<file path="src/logic/io_links_pkg.sv">
package io_links_pkg;

	////////////////////////////////////////////////////////////////////////////
	// Sizes and limits
	////////////////////////////////////////////////////////////////////////////

	localparam int nlinks = 4;
	localparam int words_per_link = 4;
	localparam int delay_max = 31;
	localparam int flush_cycles = 32;

	// Word indices within one lane
	localparam int reg_ctrl = 0;
	localparam int reg_status = 1;
	localparam int reg_errors = 2;
	// Shared word after the last lane
	localparam int reg_global = nlinks * words_per_link;

	typedef logic [7:0] byte_t;
	typedef logic [4:0] tap_t;
	typedef logic [2:0] slip_t;
	typedef logic [15:0] err_cnt_t;
	typedef logic [7:0] apb_addr_t;
	typedef logic [31:0] apb_data_t;

	typedef struct packed {
		byte_t tdata;
		logic tvalid;
	} link_in_t;

	typedef struct packed {
		byte_t tdata;
		logic tvalid;
	} link_out_t;

	// One line bit per cycle, en low means the line floats
	typedef struct packed {
		logic data;
		logic en;
	} line_sample_t;

	typedef struct packed {
		logic bypass;
		logic tristate;
		tap_t taps;
		slip_t slip;
	} link_ctrl_t;

	typedef struct packed {
		logic delay_ready;
		tap_t taps_out;
		err_cnt_t err_cnt;
	} link_stat_t;

	typedef enum logic {
		idle,
		shift
	} ser_state_t;

endpackage

</file>
<file path="src/logic/link_config_regs.sv">
`timescale 1ns/1ps

module link_config_regs (
	input logic in_clk160,
	input logic rst_n,
	input io_links_pkg::apb_addr_t paddr,
	input logic psel,
	input logic penable,
	input logic pwrite,
	input io_links_pkg::apb_data_t pwdata,
	output io_links_pkg::apb_data_t prdata,
	output logic pready,
	output logic pslverr,
	output io_links_pkg::link_ctrl_t [io_links_pkg::nlinks-1:0] ctrl,
	input io_links_pkg::link_stat_t [io_links_pkg::nlinks-1:0] stat,
	output logic [io_links_pkg::nlinks-1:0] clear_cnt
);
	import io_links_pkg::*;

	int word_num;
	int lane_idx;
	int sub_idx;
	logic access;
	logic addr_ok;
	logic wr_en;

	////////////////////////////////////////////////////////////////////////////
	// Address decode
	////////////////////////////////////////////////////////////////////////////

	// Byte address to word, then split into lane and word within lane
	assign word_num = int'(paddr[7:2]);
	assign lane_idx = word_num / words_per_link;
	assign sub_idx = word_num % words_per_link;

	// Reserved last word of each lane and anything past global
	assign addr_ok = (word_num == reg_global) ||
		((word_num < reg_global) && (sub_idx <= reg_errors));

	assign access = psel & penable;
	assign wr_en = access & pwrite & addr_ok;

	// No wait states
	assign pready = access;
	assign pslverr = access & ~addr_ok;

	////////////////////////////////////////////////////////////////////////////
	// Control words and counter clears
	////////////////////////////////////////////////////////////////////////////

	always_ff @(posedge in_clk160 or negedge rst_n) begin
		if (!rst_n) begin
			ctrl <= '0;
			clear_cnt <= '0;
		end else begin
			clear_cnt <= '0;
			if (wr_en) begin
				for (int l = 0; l < nlinks; l++) begin
					if (word_num == l * words_per_link + reg_ctrl) begin
						ctrl[l].bypass <= pwdata[0];
						ctrl[l].tristate <= pwdata[1];
						ctrl[l].taps <= pwdata[12:8];
						ctrl[l].slip <= pwdata[18:16];
						// Bit 2 is a strobe, never stored
						clear_cnt[l] <= pwdata[2];
					end
				end
				if (word_num == reg_global && pwdata[0]) begin
					clear_cnt <= '1;
				end
			end
		end
	end

	// Readback mux, global word falls through as zero
	always_comb begin
		prdata = '0;
		for (int l = 0; l < nlinks; l++) begin
			if (lane_idx == l && word_num < reg_global) begin
				case (sub_idx)
					reg_ctrl: begin
						prdata[0] = ctrl[l].bypass;
						prdata[1] = ctrl[l].tristate;
						prdata[12:8] = ctrl[l].taps;
						prdata[18:16] = ctrl[l].slip;
					end
					reg_status: begin
						prdata[0] = stat[l].delay_ready;
						prdata[12:8] = stat[l].taps_out;
					end
					reg_errors: begin
						prdata[15:0] = stat[l].err_cnt;
					end
					default: begin
						prdata = '0;
					end
				endcase
			end
		end
	end

endmodule

</file>
<file path="src/logic/link_serializer.sv">
`timescale 1ns/1ps

module link_serializer (
	input logic in_clk160,
	input logic rst_n,
	input io_links_pkg::link_in_t link_in,
	output logic in_tready,
	input logic tristate,
	output io_links_pkg::line_sample_t sample
);
	import io_links_pkg::*;

	ser_state_t state;
	ser_state_t state_d;
	logic [2:0] bit_cnt;
	logic [2:0] bit_cnt_d;
	byte_t shreg;
	logic take;

	assign take = link_in.tvalid & in_tready;

	// Next byte loads during the last shift cycle
	always_comb begin
		state_d = state;
		bit_cnt_d = bit_cnt;
		if (take) begin
			state_d = shift;
			bit_cnt_d = 3'd0;
		end else if (state == shift) begin
			bit_cnt_d = bit_cnt + 3'd1;
			if (bit_cnt == 3'd7) begin
				state_d = idle;
			end
		end
	end

	always_ff @(posedge in_clk160 or negedge rst_n) begin
		if (!rst_n) begin
			state <= idle;
			bit_cnt <= '0;
			in_tready <= 1'b0;
		end else begin
			state <= state_d;
			bit_cnt <= bit_cnt_d;
			in_tready <= (state_d == idle) || (bit_cnt_d == 3'd7);
		end
	end

	// MSB first
	always_ff @(posedge in_clk160) begin
		if (take) begin
			shreg <= link_in.tdata;
		end else if (state == shift) begin
			shreg <= {shreg[6:0], 1'b0};
		end
	end

	// Line driven only while shifting and not tristated
	assign sample.en = (state == shift) & ~tristate;
	assign sample.data = shreg[7] & sample.en;

endmodule

</file>
<file path="src/logic/link_delay_line.sv">
`timescale 1ns/1ps

module link_delay_line (
	input logic in_clk160,
	input logic rst_n,
	input io_links_pkg::tap_t taps,
	input io_links_pkg::line_sample_t sample_in,
	output io_links_pkg::line_sample_t sample_out,
	output logic delay_ready,
	output io_links_pkg::tap_t taps_out
);
	import io_links_pkg::*;

	line_sample_t [delay_max-1:0] sreg;
	line_sample_t [delay_max:0] tap_vec;
	logic [5:0] flush_cnt;

	// Tap 0 is the live input, so total delay is taps + 1
	assign tap_vec = {sreg, sample_in};

	always_ff @(posedge in_clk160 or negedge rst_n) begin
		if (!rst_n) begin
			sreg <= '0;
			sample_out <= '0;
		end else begin
			sreg <= {sreg[delay_max-2:0], sample_in};
			sample_out <= tap_vec[taps_out];
		end
	end

	// Applied tap and settle time after each change
	always_ff @(posedge in_clk160 or negedge rst_n) begin
		if (!rst_n) begin
			taps_out <= '0;
			flush_cnt <= '0;
		end else begin
			taps_out <= taps;
			if (taps != taps_out) begin
				flush_cnt <= 6'(flush_cycles);
			end else if (flush_cnt != '0) begin
				flush_cnt <= flush_cnt - 6'd1;
			end
		end
	end

	assign delay_ready = (flush_cnt == '0);

endmodule

</file>
<file path="src/logic/link_deserializer.sv">
`timescale 1ns/1ps

module link_deserializer (
	input logic in_clk160,
	input logic rst_n,
	input io_links_pkg::line_sample_t sample,
	input io_links_pkg::slip_t slip,
	input logic bypass,
	input io_links_pkg::link_in_t link_in,
	input logic clear_cnt,
	output io_links_pkg::link_out_t link_out,
	output io_links_pkg::err_cnt_t err_cnt
);
	import io_links_pkg::*;

	byte_t win_data;
	byte_t win_en;
	byte_t win_data_d;
	byte_t win_en_d;
	logic prev_en;
	logic [2:0] bit_cnt;
	logic [2:0] phase;
	logic boundary;
	logic partial;
	link_out_t line_q;
	link_in_t byp_q1;
	link_in_t byp_q2;

	////////////////////////////////////////////////////////////////////////////
	// Word alignment
	////////////////////////////////////////////////////////////////////////////

	// Phase restarts on the first driven bit of a burst
	assign phase = (sample.en && !prev_en) ? 3'd0 : bit_cnt;
	assign boundary = (phase == slip - 3'd1);

	assign win_data_d = {win_data[6:0], sample.data};
	assign win_en_d = {win_en[6:0], sample.en};

	// Window that straddles a burst edge
	assign partial = (|win_en_d) & ~(&win_en_d);

	always_ff @(posedge in_clk160 or negedge rst_n) begin
		if (!rst_n) begin
			win_en <= '0;
			prev_en <= 1'b0;
			bit_cnt <= '0;
			line_q.tvalid <= 1'b0;
		end else begin
			win_en <= win_en_d;
			prev_en <= sample.en;
			bit_cnt <= phase + 3'd1;
			line_q.tvalid <= boundary & (&win_en_d);
		end
	end

	always_ff @(posedge in_clk160) begin
		win_data <= win_data_d;
		if (boundary) begin
			line_q.tdata <= win_data_d;
		end
	end

	// Saturating error count, clear wins
	always_ff @(posedge in_clk160 or negedge rst_n) begin
		if (!rst_n) begin
			err_cnt <= '0;
		end else if (clear_cnt) begin
			err_cnt <= '0;
		end else if (boundary && partial && err_cnt != '1) begin
			err_cnt <= err_cnt + 16'd1;
		end
	end

	////////////////////////////////////////////////////////////////////////////
	// Bypass path
	////////////////////////////////////////////////////////////////////////////

	always_ff @(posedge in_clk160 or negedge rst_n) begin
		if (!rst_n) begin
			byp_q1.tvalid <= 1'b0;
			byp_q2.tvalid <= 1'b0;
		end else begin
			byp_q1.tvalid <= link_in.tvalid;
			byp_q2.tvalid <= byp_q1.tvalid;
		end
	end

	always_ff @(posedge in_clk160) begin
		byp_q1.tdata <= link_in.tdata;
		byp_q2.tdata <= byp_q1.tdata;
	end

	assign link_out.tdata = bypass ? byp_q2.tdata : line_q.tdata;
	assign link_out.tvalid = bypass ? byp_q2.tvalid : line_q.tvalid;

endmodule

</file>
<file path="src/logic/io_links.sv">
`timescale 1ns/1ps

module io_links (
	input logic in_clk160,
	input logic rst_n,
	input io_links_pkg::apb_addr_t paddr,
	input logic psel,
	input logic penable,
	input logic pwrite,
	input io_links_pkg::apb_data_t pwdata,
	output io_links_pkg::apb_data_t prdata,
	output logic pready,
	output logic pslverr,
	input io_links_pkg::link_in_t [io_links_pkg::nlinks-1:0] link_in,
	output logic [io_links_pkg::nlinks-1:0] in_tready,
	output io_links_pkg::link_out_t [io_links_pkg::nlinks-1:0] link_out
);
	import io_links_pkg::*;

	link_ctrl_t [nlinks-1:0] ctrl;
	link_stat_t [nlinks-1:0] stat;
	logic [nlinks-1:0] clear_cnt;

	link_config_regs u_regs (
		.in_clk160(in_clk160),
		.rst_n(rst_n),
		.paddr(paddr),
		.psel(psel),
		.penable(penable),
		.pwrite(pwrite),
		.pwdata(pwdata),
		.prdata(prdata),
		.pready(pready),
		.pslverr(pslverr),
		.ctrl(ctrl),
		.stat(stat),
		.clear_cnt(clear_cnt)
	);

	////////////////////////////////////////////////////////////////////////////
	// Lanes: serializer, delay line, deserializer
	////////////////////////////////////////////////////////////////////////////

	for (genvar i = 0; i < nlinks; i++) begin : g_lane
		line_sample_t ser_sample;
		line_sample_t dly_sample;

		link_serializer u_ser (
			.in_clk160(in_clk160),
			.rst_n(rst_n),
			.link_in(link_in[i]),
			.in_tready(in_tready[i]),
			.tristate(ctrl[i].tristate),
			.sample(ser_sample)
		);

		link_delay_line u_dly (
			.in_clk160(in_clk160),
			.rst_n(rst_n),
			.taps(ctrl[i].taps),
			.sample_in(ser_sample),
			.sample_out(dly_sample),
			.delay_ready(stat[i].delay_ready),
			.taps_out(stat[i].taps_out)
		);

		link_deserializer u_des (
			.in_clk160(in_clk160),
			.rst_n(rst_n),
			.sample(dly_sample),
			.slip(ctrl[i].slip),
			.bypass(ctrl[i].bypass),
			.link_in(link_in[i]),
			.clear_cnt(clear_cnt[i]),
			.link_out(link_out[i]),
			.err_cnt(stat[i].err_cnt)
		);
	end

endmodule

</file>
<file path="config.mk">
export PLATFORM = sky130hd
export DESIGN_NAME = io_links
export DESIGN_NICKNAME = d
export VERILOG_FILES = /design/src/logic/io_links_pkg.sv /design/src/logic/link_config_regs.sv /design/src/logic/link_serializer.sv /design/src/logic/link_delay_line.sv /design/src/logic/link_deserializer.sv /design/src/logic/io_links.sv
export SDC_FILE = /design/constraint.sdc
export NUM_CORES = 1
export LEC_CHECK = 0
export BUFFER_PORTS_ARGS = -buffer_cell sky130_fd_sc_hd__buf_4
export CORE_MARGIN = 4
export CORE_UTILIZATION = 34
export CTS_CLUSTER_SIZE = 16
export DETAILED_ROUTE_END_ITERATION = 6
export HOLD_SLACK_MARGIN = 0.05
export SETUP_SLACK_MARGIN = 0.3
export SYNTH_ARGS = -nofsm -noshare
export SYNTH_HDL_FRONTEND = slang
export SYNTH_SLANG_ARGS = --single-unit
</file>
<file path="constraint.sdc">
create_clock -name in_clk160 -period 6.3 [get_ports in_clk160]
set_input_delay 0.315 -clock in_clk160 [delete_from_list [all_inputs] [get_ports in_clk160]]
set_output_delay 0.315 -clock in_clk160 [all_outputs]
set_load 0.05 [all_outputs]
</file>
==> results.txt <==
In this run the power spent charging and discharging nets is 3.50 mW. The first-pass GRT wire length is 84.6 mm. Of the total power, combinational logic draws 0.182. The number of pins exceeding their max-slew limit in the final report is 0.

The count of TritonRoute iterations in the first routing pass is 5. The initial utilization of the core area, before any placement, comes to 0.344. The power per unit of standard cell area is 425 mW/mm². The setup fix buffers added after clock tree synthesis is 0.

The number of antenna violations at the first check in global routing came out at 10. The worst-case clock skew is 0.0247 ns. The highest-delay cell along the critical path is sky130_fd_sc_hd__nor3_1. The power share of the clock group came out at 0.298.

The sequential cell area fraction in the yosys report came out at 0.653. TritonCTS built the clock tree. Using the TritonRoute via totals, the vias-per-cell ratio works out to 5.05. The TritonCTS buffer count came out at 59.

The number of maximum-capacitance constraint violations is 0. The number of unique standard cell types used by synthesis is 68. The cell family contributing the most delay on the critical path is compound AO/OA/AOI/OAI gates. The accumulated negative setup slack is 0 ns. In the synthesized netlist the dominant register cell turns out to be sky130_fd_sc_hd__dfrtp_1. The total count of hold-check failures in the final report is 0. The post-synthesis instance total came out at 1760. The standby leakage power came out at 11.8 nW. After synthesis, the cell types taking the most area are sky130_fd_sc_hd__dfrtp_1 50%, sky130_fd_sc_hd__edfxtp_1 8.0%, sky130_fd_sc_hd__dfxtp_1 7.6%.

After synthesis, the largest family of logic cells by area is multiplexers. The critical path goes through inv_1 -> ha_1 -> nand2_1 -> nor3_1 -> o22ai_1 -> a311o_1 -> a221oi_1 -> buf_4. After floorplanning, the core was divided into 97 placement rows. The cell area after synthesis came out at 0.0241 mm². The share of total power dissipated in sequential elements is 0.521.

The wire-length estimate of the detail-placed layout is 36.2 mm. The H-tree was split into 2 levels. In this run the mean area of a mapped cell was 13.7 µm².

The transition at the pin with the smallest max-transition slack is 1.21 ns. Data on the critical path is required at its endpoint by 5.98 ns. Leaving out fill and tap cells, the most frequent cells in the layout are 480 x sky130_fd_sc_hd__dfrtp_1, 128 x sky130_fd_sc_hd__buf_4, 116 x sky130_fd_sc_hd__mux2_2. Counting the fill cells in the layout gives 6463. The data arrival time at the worst-slack endpoint is 3.80 ns. The initial detailed-routing violation count is 1112. The worst setup path is captured at an output pin. The clock slew seen by the registers of the worst setup and hold paths is 0.06 ns. The most common cell after layout, fill and taps aside is sky130_fd_sc_hd__dfrtp_1. In this run, synthesis inferred 64 flip-flops with an integrated enable. The number of buffers added on ports came out at 118. The die span in y is 275 µm. Along the worst path, the maximum fanout reaches 7. The hold-fix buffer count after cts is 48. The highest clock rate came out at 0.243 GHz. The cell type with the largest total area after synthesis is sky130_fd_sc_hd__dfrtp_1. The layout net count is 2032. The congestion estimate from routability-driven global placement came to 0.870.

The relative slew slack is 0.185. The share of synthesized area spent on multiplexers is 0.125. STA classifies the critical path startpoint as a flip-flop. The deepest clock path buffer count came out at 3.

The global-route usage over all layers came out at 0.140. The area share of the largest cell type after synthesis is 0.497. For the worst-skew pair, the clock arrives at the later sink with an insertion delay of 0.61 ns.

The width of the die came out at 275 µm. The core area is 0.0703 mm². The maximum vdd ir drop is 241 µV. Of the total synthesized cell area, the portion taken by XOR and XNOR cells is 0.0185. Setup violations remaining at the end of the flow were counted as 0.

The shortest period the worst path allows came out at 4.12 ns. The full die area is 0.0754 mm². The number of vias in the routed layout is 14.7k.

Entering global routing, the biggest net connects 189 pins. The async set-or-reset flop fraction in the synthesized netlist came out at 0.755. The part of the cycle the worst path needs came out at 0.653. The number of clock sinks came out at 636. The layout cell share with drive strength beyond 1 is 0.215. The quantity of gates resized following cts came out at 0.

The remaining number of nets flagged by the antenna check after routing came out at 0. The flop and latch count out of synthesis is 636. The compound-cell area share of the yosys netlist is 0.0661. In this run the count of I/O pins placed on the die edge is 155. The share of synthesized cell area in and, or, nand and nor gates came out at 0.0968. Setup repair after global routing left no endpoint under its margin.

In this run the worst hold path is classified as in -> reg. Total power for the finished layout comes to 12.1 mW. The run finished with clean final reports.

The total grt overflow came out at 0. The routed length per placed instance is 18.2 µm. The root buffer selected by CTS is sky130_fd_sc_hd__clkbuf_16. The post-synthesis share of cell area spent on full adders, half adders and majority gates is 0.0150. The internal power contribution came out at 8.59 mW. By startpoint and endpoint, the worst setup path is classified as reg -> out.

The critical path's largest stage delay is 0.81 ns. Counting both buffers and inverters, the worst setup path holds a total of 2. The final routed DRC violation total is 0. The routed design has 53.2 mm of wire. The fraction of power spent switching nets is 0.289.

The number of global-route vias before repair is 14.9k. The total of warnings raised by yosys came out at 0. The area growth from synthesis to final layout came out at 17.8%.
[metal layers]
| metal | global-route usage | share of wire |
|---|---|---|
| met5 | 0 | 0.00039 |
| met4 | 0.0409 | 0.025 |
| met3 | 0.0357 | 0.069 |
| met2 | 0.210 | 0.45 |
| met1 | 0.203 | 0.46 |
[sequential cells by signal, indices dropped and copies added, names as in the netlist]
register,cells
g_lane.u_dly.sreg,248
g_lane.u_des.err_cnt,64
u_regs.ctrl,40
g_lane.u_des.byp_q1,36
g_lane.u_des.byp_q2,36
g_lane.u_des.line_q,36
g_lane.u_ser.shreg,32
g_lane.u_des.win_data,28
g_lane.u_des.win_en,28
g_lane.u_dly.flush_cnt,24
g_lane.u_dly.taps_out,20
g_lane.u_des.bit_cnt,12
g_lane.u_ser.bit_cnt,12
g_lane.u_dly.sample_out,8
g_lane.u_ser.in_tready,4
g_lane.u_ser.state,4
u_regs.clear_cnt,4
[cell type report]
| cell class | count | area, µm² | area share |
|---|---|---|---|
| multi-input cells | 999 | 7820 | 0.275 |
| repair buffers | 179 | 1500 | 0.0526 |
| diodes | 7 | 17.5 | 0.000616 |
| inverters | 47 | 176 | 0.00620 |
| clock inverters | 26 | 298 | 0.0105 |
| flip-flops and latches | 636 | 15800 | 0.555 |
| clock buffers | 84 | 1680 | 0.0592 |
| well taps | 940 | 1180 | 0.0414 |
[stage by stage]
step | util | hold WS [ns] | setup slack (ns) | std cells | cell area, µm²
2_1_floorplan | - | 0.0194 | 3.16 | 1772 | 24200
3_5_place_dp | 0.369 | 0.312 | 2.58 | 2753 | 26000
4_1_cts | 0.404 | 0.0789 | 2.21 | 2911 | 28400
3_3_place_gp | 0.369 | 0.310 | 2.78 | 2753 | 26000
5_1_grt | 0.405 | 0.156 | 2.00 | 2915 | 28400
6_report | 0.405 | 0.131 | 2.18 | 2918 | 28400
[power groups by stage]
stage	Sequential [mW]	Combinational (mW)	Clock [mW]
floorplan	6.06	1.69	0
global placement	6.28	2.11	0
detailed placement	6.36	2.19	0
CTS	6.31	2.23	3.71
global route	6.46	2.43	3.88
finish	6.29	2.20	3.60
[synth_stat cells (all sizes together), types with 28 or more instances]
master	count
buf	38
o21ai	51
clkbuf	52
a21oi	81
inv	46
nand4	34
nand3	46
mux2i	28
or3	29
edfxtp	64
a22oi	40
nand2	99
dfrtp	480
dfxtp	92
ha	29
xnor2	31
mux4	64
mux2	116
nor2	89
[worst paths after layout]
| kind | start | endpoint | slack (ns) | depth (start not counted) |
|---|---|---|---|---|
| min | paddr[7] | u_regs.clear_cnt[0]$_DFF_PN0_ | 0.13 | 4 |
| max reg2reg | u_regs.ctrl[10]$_DFFE_PN0P_ | g_lane[1].u_des.err_cnt[11]$_DFFE_PN0P_ | 2.70 | 8 |
| max | g_lane[2].u_dly.flush_cnt[0]$_DFFE_PN0P_ | prdata[0] | 2.18 | 8 |
| max in group asynchronous | rst_n | g_lane[1].u_des.byp_q2[0]$_DFF_PN0_ | 4.35 | 3 |
| min reg2reg | g_lane[3].u_des.byp_q1[3]$_DFF_P_ | g_lane[3].u_des.byp_q2[3]$_DFF_P_ | 0.33 | 0 |
| min in group asynchronous | rst_n | g_lane[0].u_ser.bit_cnt[1]$_DFF_PN0_ | 0.40 | 2 |
[worst min-delay path, stage by stage]
cell and delay, ns:
sky130_fd_sc_hd__buf_4 0.11, sky130_fd_sc_hd__nor2b_1 0.04, sky130_fd_sc_hd__nand4_1 0.17, sky130_fd_sc_hd__nand2_1 0.07
[cells by family (layout without fill, tap and decap cells)]
| family | count (synthesis) | in the layout |
|---|---|---|
| AND/OR/NAND/NOR | 449 | 449 |
| XOR/XNOR | 51 | 51 |
| buffers and inverters | 137 | 336 |
| AO/OA/AOI/OAI | 249 | 249 |
| adder cells (fa/ha/maj) | 29 | 29 |
| multiplexers | 208 | 208 |
| flip-flops | 636 | 636 |
| other | 1 | 20 |
Note: power is estimated with default switching activity, not from simulation.
